File: src/design/aud_pkg.sv
`default_nettype none

package aud_pkg;

	// audio word and SRAM sizes
	localparam int SAMPLE_W = 16;
	localparam int ADDR_W   = 10;

	// recording stops once this address has been written
	localparam logic [ADDR_W-1:0] MEM_LAST = '1;

	typedef enum logic [2:0] {
		MODE_STOP       = 3'd0,
		MODE_RECD       = 3'd1,
		MODE_RECD_PAUSE = 3'd2,
		MODE_PLAY       = 3'd3,
		MODE_PLAY_PAUSE = 3'd4
	} aud_mode_e;

	// fast wins over slow, both clear is normal speed
	typedef struct packed {
		logic       fast;
		logic       slow;
		logic [2:0] rate;
	} speed_cfg_t;

	// one access on the shared SRAM port
	typedef struct packed {
		logic [ADDR_W-1:0]   addr;
		logic                we;
		logic [SAMPLE_W-1:0] wdata;
	} sram_req_t;

endpackage

`default_nettype wire

File: src/design/aud_ctrl.sv
`timescale 1ns/1ps
`default_nettype none

module aud_ctrl (
	input  wire                i_AUD_BCLK,
	input  wire                i_rst_n,
	input  wire                i_key_rec,
	input  wire                i_key_play,
	input  wire                i_key_stop,
	input  wire                i_rec_done,
	input  wire                i_play_done,
	output aud_pkg::aud_mode_e o_mode
);
	import aud_pkg::*;

	// bit 0 record, bit 1 play, bit 2 stop
	logic [2:0] key_q;
	logic [2:0] key_d;
	logic [2:0] press;
	aud_mode_e  mode_n;

	// keys are active low, a press is the falling edge
	assign press = key_d & ~key_q;

	always_ff @(posedge i_AUD_BCLK or posedge i_rst_n) begin
		if (i_rst_n) begin
			key_q  <= '1;
			key_d  <= '1;
			o_mode <= MODE_STOP;
		end else begin
			key_q  <= {i_key_stop, i_key_play, i_key_rec};
			key_d  <= key_q;
			o_mode <= mode_n;
		end
	end

	always_comb begin
		mode_n = o_mode;
		case (o_mode)
			MODE_STOP: begin
				if (press[0])
					mode_n = MODE_RECD;
				else if (press[1])
					mode_n = MODE_PLAY;
			end
			MODE_RECD: begin
				if (i_rec_done)
					mode_n = MODE_STOP;
				else if (press[0])
					mode_n = MODE_RECD_PAUSE;
			end
			MODE_RECD_PAUSE: begin
				if (press[0])
					mode_n = MODE_RECD;
				else if (press[2])
					mode_n = MODE_STOP;
			end
			MODE_PLAY: begin
				if (i_play_done)
					mode_n = MODE_STOP;
				else if (press[1])
					mode_n = MODE_PLAY_PAUSE;
			end
			MODE_PLAY_PAUSE: begin
				if (press[1])
					mode_n = MODE_PLAY;
				else if (press[2])
					mode_n = MODE_STOP;
			end
			default: mode_n = MODE_STOP;
		endcase
	end

	a_mode_legal: assert property (@(posedge i_AUD_BCLK) disable iff (i_rst_n)
		o_mode inside {MODE_STOP, MODE_RECD, MODE_RECD_PAUSE, MODE_PLAY, MODE_PLAY_PAUSE});

endmodule

`default_nettype wire

File: src/design/aud_dsp.sv
`timescale 1ns/1ps
`default_nettype none

module aud_dsp (
	input  wire                          i_AUD_BCLK,
	input  wire                          i_rst_n,
	input  wire aud_pkg::aud_mode_e      i_mode,
	input  wire aud_pkg::speed_cfg_t     i_speed,
	input  wire [aud_pkg::ADDR_W:0]      i_rec_len,
	input  wire                          i_daclrck,
	input  wire                          i_gnt,
	input  wire [aud_pkg::SAMPLE_W-1:0]  i_rdata,
	output logic                         o_req,
	output aud_pkg::sram_req_t           o_sram,
	output logic [aud_pkg::SAMPLE_W-1:0] o_sample,
	output logic                         o_valid,
	output logic                         o_done
);
	import aud_pkg::*;

	aud_mode_e       mode_d;
	logic            lrck_d;
	logic            lrck_rise;
	logic            restart;
	logic            last_read;
	logic [ADDR_W:0] play_addr;
	logic [ADDR_W:0] next_addr;
	logic [2:0]      rep_cnt;

	assign lrck_rise = ~lrck_d & i_daclrck;
	assign restart   = (i_mode == MODE_PLAY) && (mode_d == MODE_STOP);

	// address after the current read
	always_comb begin
		next_addr = play_addr + 1'b1;
		last_read = 1'b1;
		if (i_speed.fast) begin
			next_addr = play_addr + i_speed.rate + 1'b1;
		end else if (i_speed.slow && rep_cnt != i_speed.rate) begin
			next_addr = play_addr;
			last_read = 1'b0;
		end
	end

	always_ff @(posedge i_AUD_BCLK or posedge i_rst_n) begin
		if (i_rst_n) begin
			mode_d    <= MODE_STOP;
			lrck_d    <= 1'b0;
			play_addr <= '0;
			rep_cnt   <= '0;
			o_req     <= 1'b0;
			o_valid   <= 1'b0;
			o_done    <= 1'b0;
		end else begin
			mode_d <= i_mode;
			lrck_d <= i_daclrck;
			o_done <= 1'b0;
			if (restart) begin
				play_addr <= '0;
				rep_cnt   <= '0;
				o_valid   <= 1'b0;
			end else if (o_req && i_gnt) begin
				o_req     <= 1'b0;
				o_valid   <= 1'b1;
				play_addr <= next_addr;
				rep_cnt   <= last_read ? 3'd0 : rep_cnt + 1'b1;
				if (next_addr >= i_rec_len)
					o_done <= 1'b1;
			end else if (lrck_rise) begin
				// a frame without a fresh read plays silence
				o_valid <= 1'b0;
				if (i_mode == MODE_PLAY) begin
					if (play_addr < i_rec_len)
						o_req <= 1'b1;
					else
						o_done <= 1'b1;
				end
			end
		end
	end

	always_ff @(posedge i_AUD_BCLK) begin
		if (o_req && i_gnt)
			o_sample <= i_rdata;
	end

	always_comb begin
		o_sram.addr  = play_addr[ADDR_W-1:0];
		o_sram.we    = 1'b0;
		o_sram.wdata = '0;
	end

	a_read_only: assert property (@(posedge i_AUD_BCLK) disable iff (i_rst_n)
		!o_sram.we);

endmodule

`default_nettype wire

File: src/design/aud_player.sv
`timescale 1ns/1ps
`default_nettype none

module aud_player (
	input  wire                         i_AUD_BCLK,
	input  wire                         i_rst_n,
	input  wire                         i_daclrck,
	input  wire [aud_pkg::SAMPLE_W-1:0] i_sample,
	input  wire                         i_valid,
	output logic                        o_dacdat
);
	import aud_pkg::*;

	logic                      lrck_d;
	logic                      lrck_fall;
	logic [SAMPLE_W-1:0]       shift_r;
	logic [$clog2(SAMPLE_W):0] bits_left;

	// left half starts when LRCK goes low
	assign lrck_fall = lrck_d & ~i_daclrck;

	always_ff @(posedge i_AUD_BCLK or posedge i_rst_n) begin
		if (i_rst_n) begin
			lrck_d    <= 1'b0;
			bits_left <= '0;
			o_dacdat  <= 1'b0;
		end else begin
			lrck_d <= i_daclrck;
			if (lrck_fall) begin
				bits_left <= ($clog2(SAMPLE_W) + 1)'(SAMPLE_W);
			end else if (bits_left != '0) begin
				bits_left <= bits_left - 1'b1;
				o_dacdat  <= shift_r[SAMPLE_W-1];
			end else begin
				o_dacdat <= 1'b0;
			end
		end
	end

	always_ff @(posedge i_AUD_BCLK) begin
		if (lrck_fall)
			shift_r <= i_valid ? i_sample : '0;
		else if (bits_left != '0)
			shift_r <= {shift_r[SAMPLE_W-2:0], 1'b0};
	end

endmodule

`default_nettype wire

File: src/design/aud_recorder.sv
`timescale 1ns/1ps
`default_nettype none

module aud_recorder (
	input  wire                      i_AUD_BCLK,
	input  wire                      i_rst_n,
	input  wire aud_pkg::aud_mode_e  i_mode,
	input  wire                      i_adclrck,
	input  wire                      i_adcdat,
	input  wire                      i_gnt,
	output logic                     o_req,
	output aud_pkg::sram_req_t       o_sram,
	output logic [aud_pkg::ADDR_W:0] o_rec_len,
	output logic                     o_done
);
	import aud_pkg::*;

	aud_mode_e                   mode_d;
	logic                        lrck_d;
	logic                        lrck_fall;
	logic                        restart;
	logic                        shifting;
	logic [$clog2(SAMPLE_W)-1:0] bit_cnt;
	logic [SAMPLE_W-1:0]         shift_r;
	// one bit wider than the address so a full memory still counts
	logic [ADDR_W:0]             wr_cnt;

	assign lrck_fall = lrck_d & ~i_adclrck;
	assign restart   = (i_mode == MODE_RECD) && (mode_d == MODE_STOP);

	always_ff @(posedge i_AUD_BCLK or posedge i_rst_n) begin
		if (i_rst_n) begin
			mode_d   <= MODE_STOP;
			lrck_d   <= 1'b0;
			shifting <= 1'b0;
			bit_cnt  <= '0;
			o_req    <= 1'b0;
			o_done   <= 1'b0;
			wr_cnt   <= '0;
		end else begin
			mode_d <= i_mode;
			lrck_d <= i_adclrck;
			o_done <= 1'b0;
			// MSB arrives one edge after the fall
			if (i_mode != MODE_RECD) begin
				shifting <= 1'b0;
			end else if (lrck_fall && !wr_cnt[ADDR_W]) begin
				shifting <= 1'b1;
				bit_cnt  <= '0;
			end else if (shifting) begin
				bit_cnt <= bit_cnt + 1'b1;
				if (bit_cnt == ($clog2(SAMPLE_W))'(SAMPLE_W - 1)) begin
					shifting <= 1'b0;
					o_req    <= 1'b1;
				end
			end
			if (restart) begin
				wr_cnt <= '0;
			end else if (o_req && i_gnt) begin
				o_req  <= 1'b0;
				wr_cnt <= wr_cnt + 1'b1;
				if (wr_cnt[ADDR_W-1:0] == MEM_LAST)
					o_done <= 1'b1;
			end
		end
	end

	// word holds still until the next frame starts shifting
	always_ff @(posedge i_AUD_BCLK) begin
		if (shifting)
			shift_r <= {shift_r[SAMPLE_W-2:0], i_adcdat};
	end

	always_comb begin
		o_sram.addr  = wr_cnt[ADDR_W-1:0];
		o_sram.we    = o_req;
		o_sram.wdata = shift_r;
	end

	assign o_rec_len = wr_cnt;

	a_req_held: assert property (@(posedge i_AUD_BCLK) disable iff (i_rst_n)
		o_req && !i_gnt |=> o_req && $stable(o_sram));

endmodule

`default_nettype wire

File: src/design/aud_top.sv
`timescale 1ns/1ps
`default_nettype none

module aud_top (
	input  wire                         i_AUD_BCLK,
	input  wire                         i_rst_n,
	input  wire                         i_key_rec,
	input  wire                         i_key_play,
	input  wire                         i_key_stop,
	input  wire aud_pkg::speed_cfg_t    i_speed,
	input  wire                         i_AUD_ADCLRCK,
	input  wire                         i_AUD_ADCDAT,
	input  wire                         i_AUD_DACLRCK,
	input  wire [aud_pkg::SAMPLE_W-1:0] i_sram_rdata,
	output logic                        o_AUD_DACDAT,
	output aud_pkg::sram_req_t          o_sram,
	output aud_pkg::aud_mode_e          o_mode
);
	import aud_pkg::*;

	logic                rec_req;
	logic                rec_gnt;
	logic                rec_done;
	sram_req_t           rec_sram;
	logic [ADDR_W:0]     rec_len;
	logic                dsp_req;
	logic                dsp_gnt;
	logic                dsp_done;
	sram_req_t           dsp_sram;
	logic [SAMPLE_W-1:0] dsp_sample;
	logic                dsp_valid;

	aud_ctrl u_ctrl (
		.i_AUD_BCLK (i_AUD_BCLK),
		.i_rst_n    (i_rst_n),
		.i_key_rec  (i_key_rec),
		.i_key_play (i_key_play),
		.i_key_stop (i_key_stop),
		.i_rec_done (rec_done),
		.i_play_done(dsp_done),
		.o_mode     (o_mode)
	);

	aud_recorder u_recorder (
		.i_AUD_BCLK(i_AUD_BCLK),
		.i_rst_n   (i_rst_n),
		.i_mode    (o_mode),
		.i_adclrck (i_AUD_ADCLRCK),
		.i_adcdat  (i_AUD_ADCDAT),
		.i_gnt     (rec_gnt),
		.o_req     (rec_req),
		.o_sram    (rec_sram),
		.o_rec_len (rec_len),
		.o_done    (rec_done)
	);

	aud_dsp u_dsp (
		.i_AUD_BCLK(i_AUD_BCLK),
		.i_rst_n   (i_rst_n),
		.i_mode    (o_mode),
		.i_speed   (i_speed),
		.i_rec_len (rec_len),
		.i_daclrck (i_AUD_DACLRCK),
		.i_gnt     (dsp_gnt),
		.i_rdata   (i_sram_rdata),
		.o_req     (dsp_req),
		.o_sram    (dsp_sram),
		.o_sample  (dsp_sample),
		.o_valid   (dsp_valid),
		.o_done    (dsp_done)
	);

	sram_arbiter u_arbiter (
		.i_AUD_BCLK(i_AUD_BCLK),
		.i_rst_n   (i_rst_n),
		.i_rec_req (rec_req),
		.i_rec_sram(rec_sram),
		.i_dsp_req (dsp_req),
		.i_dsp_sram(dsp_sram),
		.o_rec_gnt (rec_gnt),
		.o_dsp_gnt (dsp_gnt),
		.o_sram    (o_sram)
	);

	aud_player u_player (
		.i_AUD_BCLK(i_AUD_BCLK),
		.i_rst_n   (i_rst_n),
		.i_daclrck (i_AUD_DACLRCK),
		.i_sample  (dsp_sample),
		.i_valid   (dsp_valid),
		.o_dacdat  (o_AUD_DACDAT)
	);

endmodule

`default_nettype wire

File: src/design/sram_arbiter.sv
`timescale 1ns/1ps
`default_nettype none

module sram_arbiter (
	input  wire                     i_AUD_BCLK,
	input  wire                     i_rst_n,
	input  wire                     i_rec_req,
	input  wire aud_pkg::sram_req_t i_rec_sram,
	input  wire                     i_dsp_req,
	input  wire aud_pkg::sram_req_t i_dsp_sram,
	output logic                    o_rec_gnt,
	output logic                    o_dsp_gnt,
	output aud_pkg::sram_req_t      o_sram
);
	import aud_pkg::*;

	logic [4:0] dsp_wait;

	// recorder always wins
	assign o_rec_gnt = i_rec_req;
	assign o_dsp_gnt = i_dsp_req & ~i_rec_req;

	always_comb begin
		o_sram = o_rec_gnt ? i_rec_sram : i_dsp_sram;
		if (!o_rec_gnt && !o_dsp_gnt)
			o_sram.we = 1'b0;
	end

	// cycles the rate stage has been held off, saturating
	always_ff @(posedge i_AUD_BCLK or posedge i_rst_n) begin
		if (i_rst_n) begin
			dsp_wait <= '0;
		end else if (i_dsp_req && !o_dsp_gnt) begin
			if (dsp_wait != '1)
				dsp_wait <= dsp_wait + 1'b1;
		end else begin
			dsp_wait <= '0;
		end
	end

	a_dsp_wait: assert property (@(posedge i_AUD_BCLK) disable iff (i_rst_n)
		dsp_wait <= 5'd16);

	a_one_gnt: assert property (@(posedge i_AUD_BCLK) disable iff (i_rst_n)
		!(o_rec_gnt && o_dsp_gnt));

endmodule

`default_nettype wire

File: config.mk
export PLATFORM = sky130hd
export DESIGN_NAME = aud_top
export DESIGN_NICKNAME = d
export VERILOG_FILES = /design/src/design/aud_pkg.sv /design/src/design/aud_ctrl.sv /design/src/design/aud_dsp.sv /design/src/design/aud_player.sv /design/src/design/aud_recorder.sv /design/src/design/aud_top.sv /design/src/design/sram_arbiter.sv
export SDC_FILE = /design/constraint.sdc
export NUM_CORES = 1
export LEC_CHECK = 0
export BUFFER_PORTS_ARGS = -buffer_cell sky130_fd_sc_hd__buf_2
export CORE_AREA = 2 2 95 97
export CTS_BUF_LIST = sky130_fd_sc_hd__clkbuf_16
export DETAILED_ROUTE_END_ITERATION = 16
export DIE_AREA = 0 0 97 99
export GPL_TIMING_DRIVEN = 1
export PLACE_DENSITY = 0.83
export SETUP_SLACK_MARGIN = 0.02
export SLEW_MARGIN = 20
export SYNTH_ARGS = -nofsm -noshare
export SYNTH_HDL_FRONTEND = slang
export SYNTH_SLANG_ARGS = --single-unit
File: constraint.sdc
create_clock -name i_AUD_BCLK -period 7.85 [get_ports i_AUD_BCLK]
set_input_delay 1.57 -clock i_AUD_BCLK [delete_from_list [all_inputs] [get_ports i_AUD_BCLK]]
set_output_delay 1.57 -clock i_AUD_BCLK [all_outputs]
set_load 0.1 [all_outputs]
==> results.json, run 1 <==
{
  "r2r_start": "u_dsp.play_addr[0]$_DFFE_PP0P_",
  "gr-total-overflow": 0,
  "track_usage_pct": 21.70,
  "avgSynthCellArea_um2": 10.56,
  "synth_xor_area_share_pct": 3.997,
  "ant_nets": 0,
  "worst_setup_path_start_kind": "input pin",
  "synthCells": 498,
  "hpwlAfterDp_um": 6896,
  "globalplace.congestion": 0.8341,
  "synth_simple_gate_area_share_pct": 18.70,
  "endpoint": "u_dsp.o_done$_DFF_PP0_",
  "synth-seq-area-share_pct": 53.72,
  "finish.instance_area_mm2": 0.005917,
  "nets": 608,
  "numCtsBuffers": 9,
  "yosys.area_share.adder_pct": 7.518,
  "ios": 60,
  "synth_area_mm2": 0.005259,
  "synthDistinctLibCells": 53,
  "rsz0062_at_grt": "no",
  "cts-hold-fix-buffers": 0,
  "required_ns": 8.10,
  "tightest_slew_ns": 0.9214,
  "crit_fanout": 12,
  "synth_flop_cell": "dfrtp_1",
  "hold_path_class": "reg2reg",
  "slew_violations": 0,
  "met3_usage_pct": 4.397,
  "most-common-layout-cells": "buf_2 (59), nand2_1 (51), nor2_1 (49), dfrtp_1 (48), edfxtp_1 (48)",
  "postCtsSetupBuffers": 0,
  "async_flop_share_pct": 53.40,
  "crit_type": "in2reg",
  "via_per_inst": 5.769,
  "clock-sinks": 103,
  "start_util_pct": 61.50,
  "routed_wl_um": 9977,
  "wire_per_inst_um": 15.09,
  "dieArea_mm2": 0.009603,
  "io_buffer_count": 59,
  "grt_first_pass_wirelength_um": 17020,
  "leakage_nw": 2.677,
  "placed_cell_area_mm2": 0.005619,
  "drive_gt1_share_pct": 18.99,
  "busiest_layer": "met2",
  "power_w": 0.001720,
  "num_antenna_cells": 0,
  "antenna_found_initial": 0,
  "drt-initial-drc-count": 156,
  "h-tree-depth": 3,
  "synth-compound-area-share_pct": 9.969,
  "drtPass1Iterations": 5,
  "placementRows": 34,
  "powerDensity_mw_per_mm2": 290.6,
  "num_vias": 3813,
  "hold_viol": 0,
  "fillers": 644,
  "startpoint": "i_speed[0]",
  "grt_max_degree": 56,
  "die_y_um": 99,
  "syn2layout_area_growth_pct": 12.51,
  "synthMuxAreaShare_pct": 2.546,
  "seqCellArea_mm2": 0.002826,
  "cp_data_arrival_time_ns": 4.54,
  "cts_tree": "yes",
  "synth_edf_count": 48,
  "fin_crit_sh_pct": 54.65,
  "route.detailed.drc": 0,
  "grt_util_met1_pct": 28.87,
  "max_cap_violations": 0,
  "fin_util_pct": 69.20,
  "insertion_delay_ns": 0.34,
  "setup_tns_ns": 0,
  "r2r_slack_ns": 4.28,
  "rr_endpoint": "u_dsp.o_done$_DFF_PP0_",
  "die_w_um": 97,
  "vdd_drop_max_mv": 0.1937,
  "yosysWarnings": 0,
  "slew_headroom_pct": 38.57,
  "multi_input_area_mm2": 0.002253,
  "layout_commonest_cell": "buf_2",
  "synth-seq-cells": 103,
  "clkTransAtPathRegs_ns": 0.07,
  "synth_top_family_by_area": "simple AND/OR/NAND/NOR gates",
  "fmax_mhz": 233.1,
  "status": "finished, final reports clean",
  "setup_viol": 0,
  "coreArea_mm2": 0.008551,
  "grt_pass1_vias": 3721,
  "ff2ff_path_depth": 13,
  "clockBufferDepth": 2,
  "cts_root_buffer": "clkbuf_16",
  "place_ws_ns": 3.260,
  "setup_ws_ns": 3.560,
  "end_kind": "flop",
  "finalClockSkew_ns": 0.007865,
  "grt_use_met2_pct": 35.84,
  "period_needed_ns": 4.290,
  "syn_nets": 558,
  "cts_resized": 0
}
[registers in the layout, summed over array words and instances (netlist names), 4 cells and up]
name / cells
u_dsp.o_sample: 16
u_player.shift_r: 16
u_player.bits_left: 5
u_recorder.o_rec_len: 11
u_recorder.bit_cnt: 4
u_recorder.shift_r: 16
u_dsp.play_addr: 11
[kinds of logic (layout without fill, tap and decap cells)]
group           after synthesis  in the layout
compound gates               82             82
buf+inv                      47            102
fa+ha+maj                    31             31
mux                          12             12
flops                       103            103
xor+xnor                     24             24
simple gates                199            199
[through the flow]
step / hold slack, ns / cells
after floorplan: 0.3506 / 498
after global placement: 0.3552 / 645
after detailed placement: 0.3586 / 645
final: 0.3610 / 661
after CTS: 0.3599 / 661
after global routing: 0.3653 / 661
[area by class of cell]
type | instances | share of cell area [%]
Clock buffer | 9 | 3.806
Clock inverter | 7 | 1.100
Inverter | 23 | 1.459
Multi-Input combinational cell | 348 | 38.08
Sequential cell | 103 | 47.77
Tap cell | 108 | 2.284
Timing Repair Buffer | 63 | 5.498
[synth_stat cells, drive strengths merged, types with 2 or more instances]
library cell | count | area, um2
dfstp | 6 | 157.7
and2 | 16 | 100.1
nor2 | 49 | 183.9
nor3b | 2 | 15.01
a32oi | 2 | 17.52
nor3 | 9 | 45.04
buf | 4 | 25.02
or3 | 4 | 25.02
nand3 | 23 | 115.1
o31ai | 8 | 73.82
nand4 | 9 | 56.30
a21oi | 32 | 160.2
clkbuf | 20 | 75.07
edfxtp | 48 | 1441
nor4 | 3 | 18.77
a41oi | 2 | 25.03
and3 | 3 | 18.77
xnor2 | 14 | 122.6
xor2 | 10 | 87.58
a21o | 3 | 22.52
o21ai | 22 | 110.1
dfrtp | 49 | 1226
mux2 | 11 | 123.9
nand2b | 8 | 50.05
nand3b | 2 | 15.01
nor2b | 7 | 43.79
a32o | 2 | 20.02
nor4b | 2 | 17.52
and4 | 2 | 17.52
ha | 30 | 375.4
nand2 | 51 | 191.4
or4 | 6 | 45.04
inv | 23 | 86.33
[metal layers]
metal	wire length, um	vias to the layer above
met5	0	-
li1	-	1865
met3	395	18
met4	201	0
met1	4512	1854
met2	4868	76
[worst min path at each step]
stage                                    startpoint                   endpoint  cells after the start
final                     u_ctrl.key_q[1]$_DFF_PP1_  u_ctrl.key_d[1]$_DFF_PP1_                      0
after global routing      u_ctrl.key_q[1]$_DFF_PP1_  u_ctrl.key_d[1]$_DFF_PP1_                      0
after CTS                 u_ctrl.key_q[1]$_DFF_PP1_  u_ctrl.key_d[1]$_DFF_PP1_                      0
after detailed placement  u_ctrl.key_q[1]$_DFF_PP1_  u_ctrl.key_d[1]$_DFF_PP1_                      0
after global placement    u_ctrl.key_q[1]$_DFF_PP1_  u_ctrl.key_d[1]$_DFF_PP1_                      0
after floorplan           u_ctrl.key_q[1]$_DFF_PP1_  u_ctrl.key_d[1]$_DFF_PP1_                      0
[worst max-delay path, cell delays in order]
cell     delay, ns
buf_2         0.11
inv_1         0.06
ha_1          0.16
inv_1         0.06
fa_1          0.40
a21o_1        0.21
a32oi_1       0.71
nor2_1        0.15
xor2_1        0.18
ha_1          0.33
nand4_1       0.11
a21oi_1       0.15
o21ai_0       0.12
a32oi_1       0.21
[where the power goes]
part	internal, W	total [W]	switching (W)
registers	0.000674	0.000768	0.0000936
clock network	0.000223	0.000434	0.000211
logic	0.000171	0.000517	0.000347
No activity file was read; power rests on OpenSTA's default activity.
==> inputs of run 2 (changes only) <==
--- a/config.mk
+++ b/config.mk
@@ -6,12 +6,12 @@
 export NUM_CORES = 1
 export LEC_CHECK = 0
 export BUFFER_PORTS_ARGS = -buffer_cell sky130_fd_sc_hd__buf_2
-export CORE_AREA = 2 2 95 97
+export CORE_AREA = 2 2 103 105
 export CTS_BUF_LIST = sky130_fd_sc_hd__clkbuf_16
 export DETAILED_ROUTE_END_ITERATION = 16
-export DIE_AREA = 0 0 97 99
+export DIE_AREA = 0 0 105 107
 export GPL_TIMING_DRIVEN = 1
-export PLACE_DENSITY = 0.83
+export PLACE_DENSITY = 0.75
 export SETUP_SLACK_MARGIN = 0.02
 export SLEW_MARGIN = 20
 export SYNTH_ARGS = -nofsm -noshare
==> constraint.sdc (replaced) <==
create_clock -name i_AUD_BCLK -period 3.5 [get_ports i_AUD_BCLK]
set_input_delay 0.7 -clock i_AUD_BCLK [delete_from_list [all_inputs] [get_ports i_AUD_BCLK]]
set_output_delay 0.7 -clock i_AUD_BCLK [all_outputs]
set_load 0.1 [all_outputs]
==> results.json, run 2 (synthesis results as in run 1) <==
{
  "slowest_delay_ns": 0.43,
  "crit_fanout": 12,
  "crit_buf_inv": 3,
  "ios": 60,
  "routed_wl_um": 10200,
  "worst_setup_path_start_kind": "flop",
  "h-tree-depth": 3,
  "internal_power_w": 0.002458,
  "status": "finished, final reports clean",
  "coreArea_mm2": 0.01009,
  "cts_root_buffer": "clkbuf_16",
  "insertion_delay_ns": 0.35,
  "drtPass1Iterations": 4,
  "cts_tree": "yes",
  "nets": 611,
  "finish.instance_area_mm2": 0.005977,
  "dieArea_mm2": 0.01124,
  "cp_slowest_cell": "dfrtp_1",
  "clock-sinks": 103,
  "grt_first_pass_wirelength_um": 17210,
  "placed_cell_area_mm2": 0.005677,
  "via_per_inst": 5.457,
  "fin_util_pct": 59.22,
  "period_needed_ns": 2.997,
  "rr_endpoint": "u_dsp.o_done$_DFF_PP0_",
  "crit_type": "reg2reg",
  "die_y_um": 107,
  "tightest_slew_ns": 0.8806,
  "antenna_found_initial": 0,
  "io_buffer_count": 59,
  "hp-start": "u_ctrl.key_q[1]$_DFF_PP1_",
  "setup_viol": 0,
  "pwr-share-seq_pct": 44.4,
  "crit_family": "adder cells",
  "leakage_nw": 2.688,
  "grt_max_degree": 47,
  "die_w_um": 105,
  "p_comb_share_pct": 29.9,
  "clockBufferDepth": 2,
  "min_to": "u_ctrl.key_d[1]$_DFF_PP1_",
  "drt-initial-drc-count": 147,
  "fmax_mhz": 333.6,
  "finalClockSkew_ns": 0.006861,
  "postCtsSetupBuffers": 0,
  "cp_cell_sequence": "inv_1, ha_1, inv_1, fa_1, a21o_1, a32oi_1, buf_4, nor2_1, xor2_1, ha_1, a21oi_1, nor2b_1, o21ai_0, a32oi_1",
  "r2r_start": "u_dsp.play_addr[0]$_DFFE_PP0P_",
  "setup_tns_ns": 0,
  "num_vias": 3776,
  "route.detailed.drc": 0,
  "p_clk_share_pct": 25.7,
  "slew_violations": 0,
  "vdd_drop_max_mv": 0.3942,
  "hpwlAfterDp_um": 7170,
  "powerDensity_mw_per_mm2": 649.9,
  "globalplace.congestion": 0.9206,
  "required_ns": 3.72,
  "rsz0062_at_grt": "no",
  "gr-total-overflow": 0,
  "cts_resized": 0,
  "layout_commonest_cell": "buf_2",
  "max_cap_violations": 0,
  "whs_path_depth": 0,
  "grt_pass1_vias": 3681,
  "syn2layout_area_growth_pct": 13.66,
  "cp_data_arrival_time_ns": 3.22,
  "largestRegisters": "u_dsp.o_sample: 16 flops, u_player.shift_r: 16 flops, u_recorder.shift_r: 16 flops",
  "numCtsBuffers": 9,
  "hold_path_class": "reg2reg",
  "wire_per_inst_um": 14.74,
  "swShare_pct": 36.73,
  "hold_viol": 0,
  "cts-hold-fix-buffers": 0,
  "fin_crit_sh_pct": 85.64,
  "track_usage_pct": 19.24,
  "start_util_pct": 52.11,
  "slew_headroom_pct": 41.30,
  "r2r_slack_ns": 0.50,
  "placementRows": 37,
  "p_switching_w": 0.001427,
  "ff2ff_path_depth": 14,
  "drive_gt1_share_pct": 19.24,
  "most-common-layout-cells": "buf_2 (59), nand2_1 (51), nor2_1 (49), dfrtp_1 (48), edfxtp_1 (48)",
  "num_antenna_cells": 0,
  "end_kind": "flop",
  "clkTransAtPathRegs_ns": 0.07,
  "ant_nets": 0
}
[run 2: changes by cell type in the layout (fill, tap and decap cells not counted), sizes merged]
cell	before	now
bufinv	0	1
inv	26	23
buf	63	66
clkinvlp	0	2
[run 2: through the flow]
| stage | setup slack [ns] | cells | total power, W | hold slack, ns |
|---|---|---|---|---|
| 2_1_floorplan | 0.5485 | 498 | 0.002643 | 0.3506 |
| 3_3_place_gp | 0.3621 | 676 | 0.002852 | 0.3556 |
| 3_5_place_dp | 0.3066 | 676 | 0.002911 | 0.3592 |
| 4_1_cts | 0.5302 | 692 | 0.003913 | 0.3690 |
| 5_1_grt | 0.3090 | 692 | 0.004114 | 0.3743 |
| 6_report | 0.5025 | 692 | 0.003885 | 0.3663 |
[run 2: layout make-up]
type	instances	area, um2
inverters	23	87.58
fillers	871	4115
multi-input cells	348	2247
flip-flops and latches	103	2826
well taps	136	170.2
repair buffers	66	347.8
clock buffers	9	225.2
clock inverters	7	72.57
[run 2: worst register-to-register path, stage by stage (launching register included)]
cell     delay (ns)
dfrtp_1        0.43
inv_1          0.15
ha_1           0.18
inv_1          0.05
fa_1           0.40
a21o_1         0.20
a32oi_1        0.18
buf_4          0.21
nor2_1         0.08
xor2_1         0.15
ha_1           0.30
a21oi_1        0.16
nor2b_1        0.08
o21ai_0        0.18
a32oi_1        0.12
[run 2: power by group through the flow]
| stage | clock network (W) | registers [W] | logic (W) |
|---|---|---|---|
| global placement | 0 | 0.00173 | 0.00112 |
| detailed placement | 0 | 0.00175 | 0.00116 |
| finish | 0.000999 | 0.00172 | 0.00116 |
| global route | 0.00106 | 0.00176 | 0.00129 |
| floorplan | 0 | 0.00179 | 0.000857 |
| CTS | 0.00102 | 0.00172 | 0.00117 |
[run 2: worst max-delay path by stage]
| stage | start | endpoint | slack, ns | cells after the start |
|---|---|---|---|---|
| floorplan | i_speed[0] | u_dsp.o_done$_DFF_PP0_ | 0.55 | 14 |
| global placement | i_speed[0] | u_dsp.o_done$_DFF_PP0_ | 0.36 | 15 |
| detailed placement | i_speed[0] | u_dsp.o_done$_DFF_PP0_ | 0.31 | 15 |
| CTS | u_dsp.play_addr[0]$_DFFE_PP0P_ | u_dsp.o_done$_DFF_PP0_ | 0.53 | 14 |
| global route | u_dsp.play_addr[0]$_DFFE_PP0P_ | u_dsp.o_done$_DFF_PP0_ | 0.31 | 14 |
| finish | u_dsp.play_addr[0]$_DFFE_PP0P_ | u_dsp.o_done$_DFF_PP0_ | 0.50 | 14 |
[run 2: metal layers]
metal / routed length [um] / global-route usage [%]
met1: 4671 / 24.76
met2: 4962 / 32.33
met3: 355 / 3.465
met4: 208 / 7.810
met5: 0 / 0
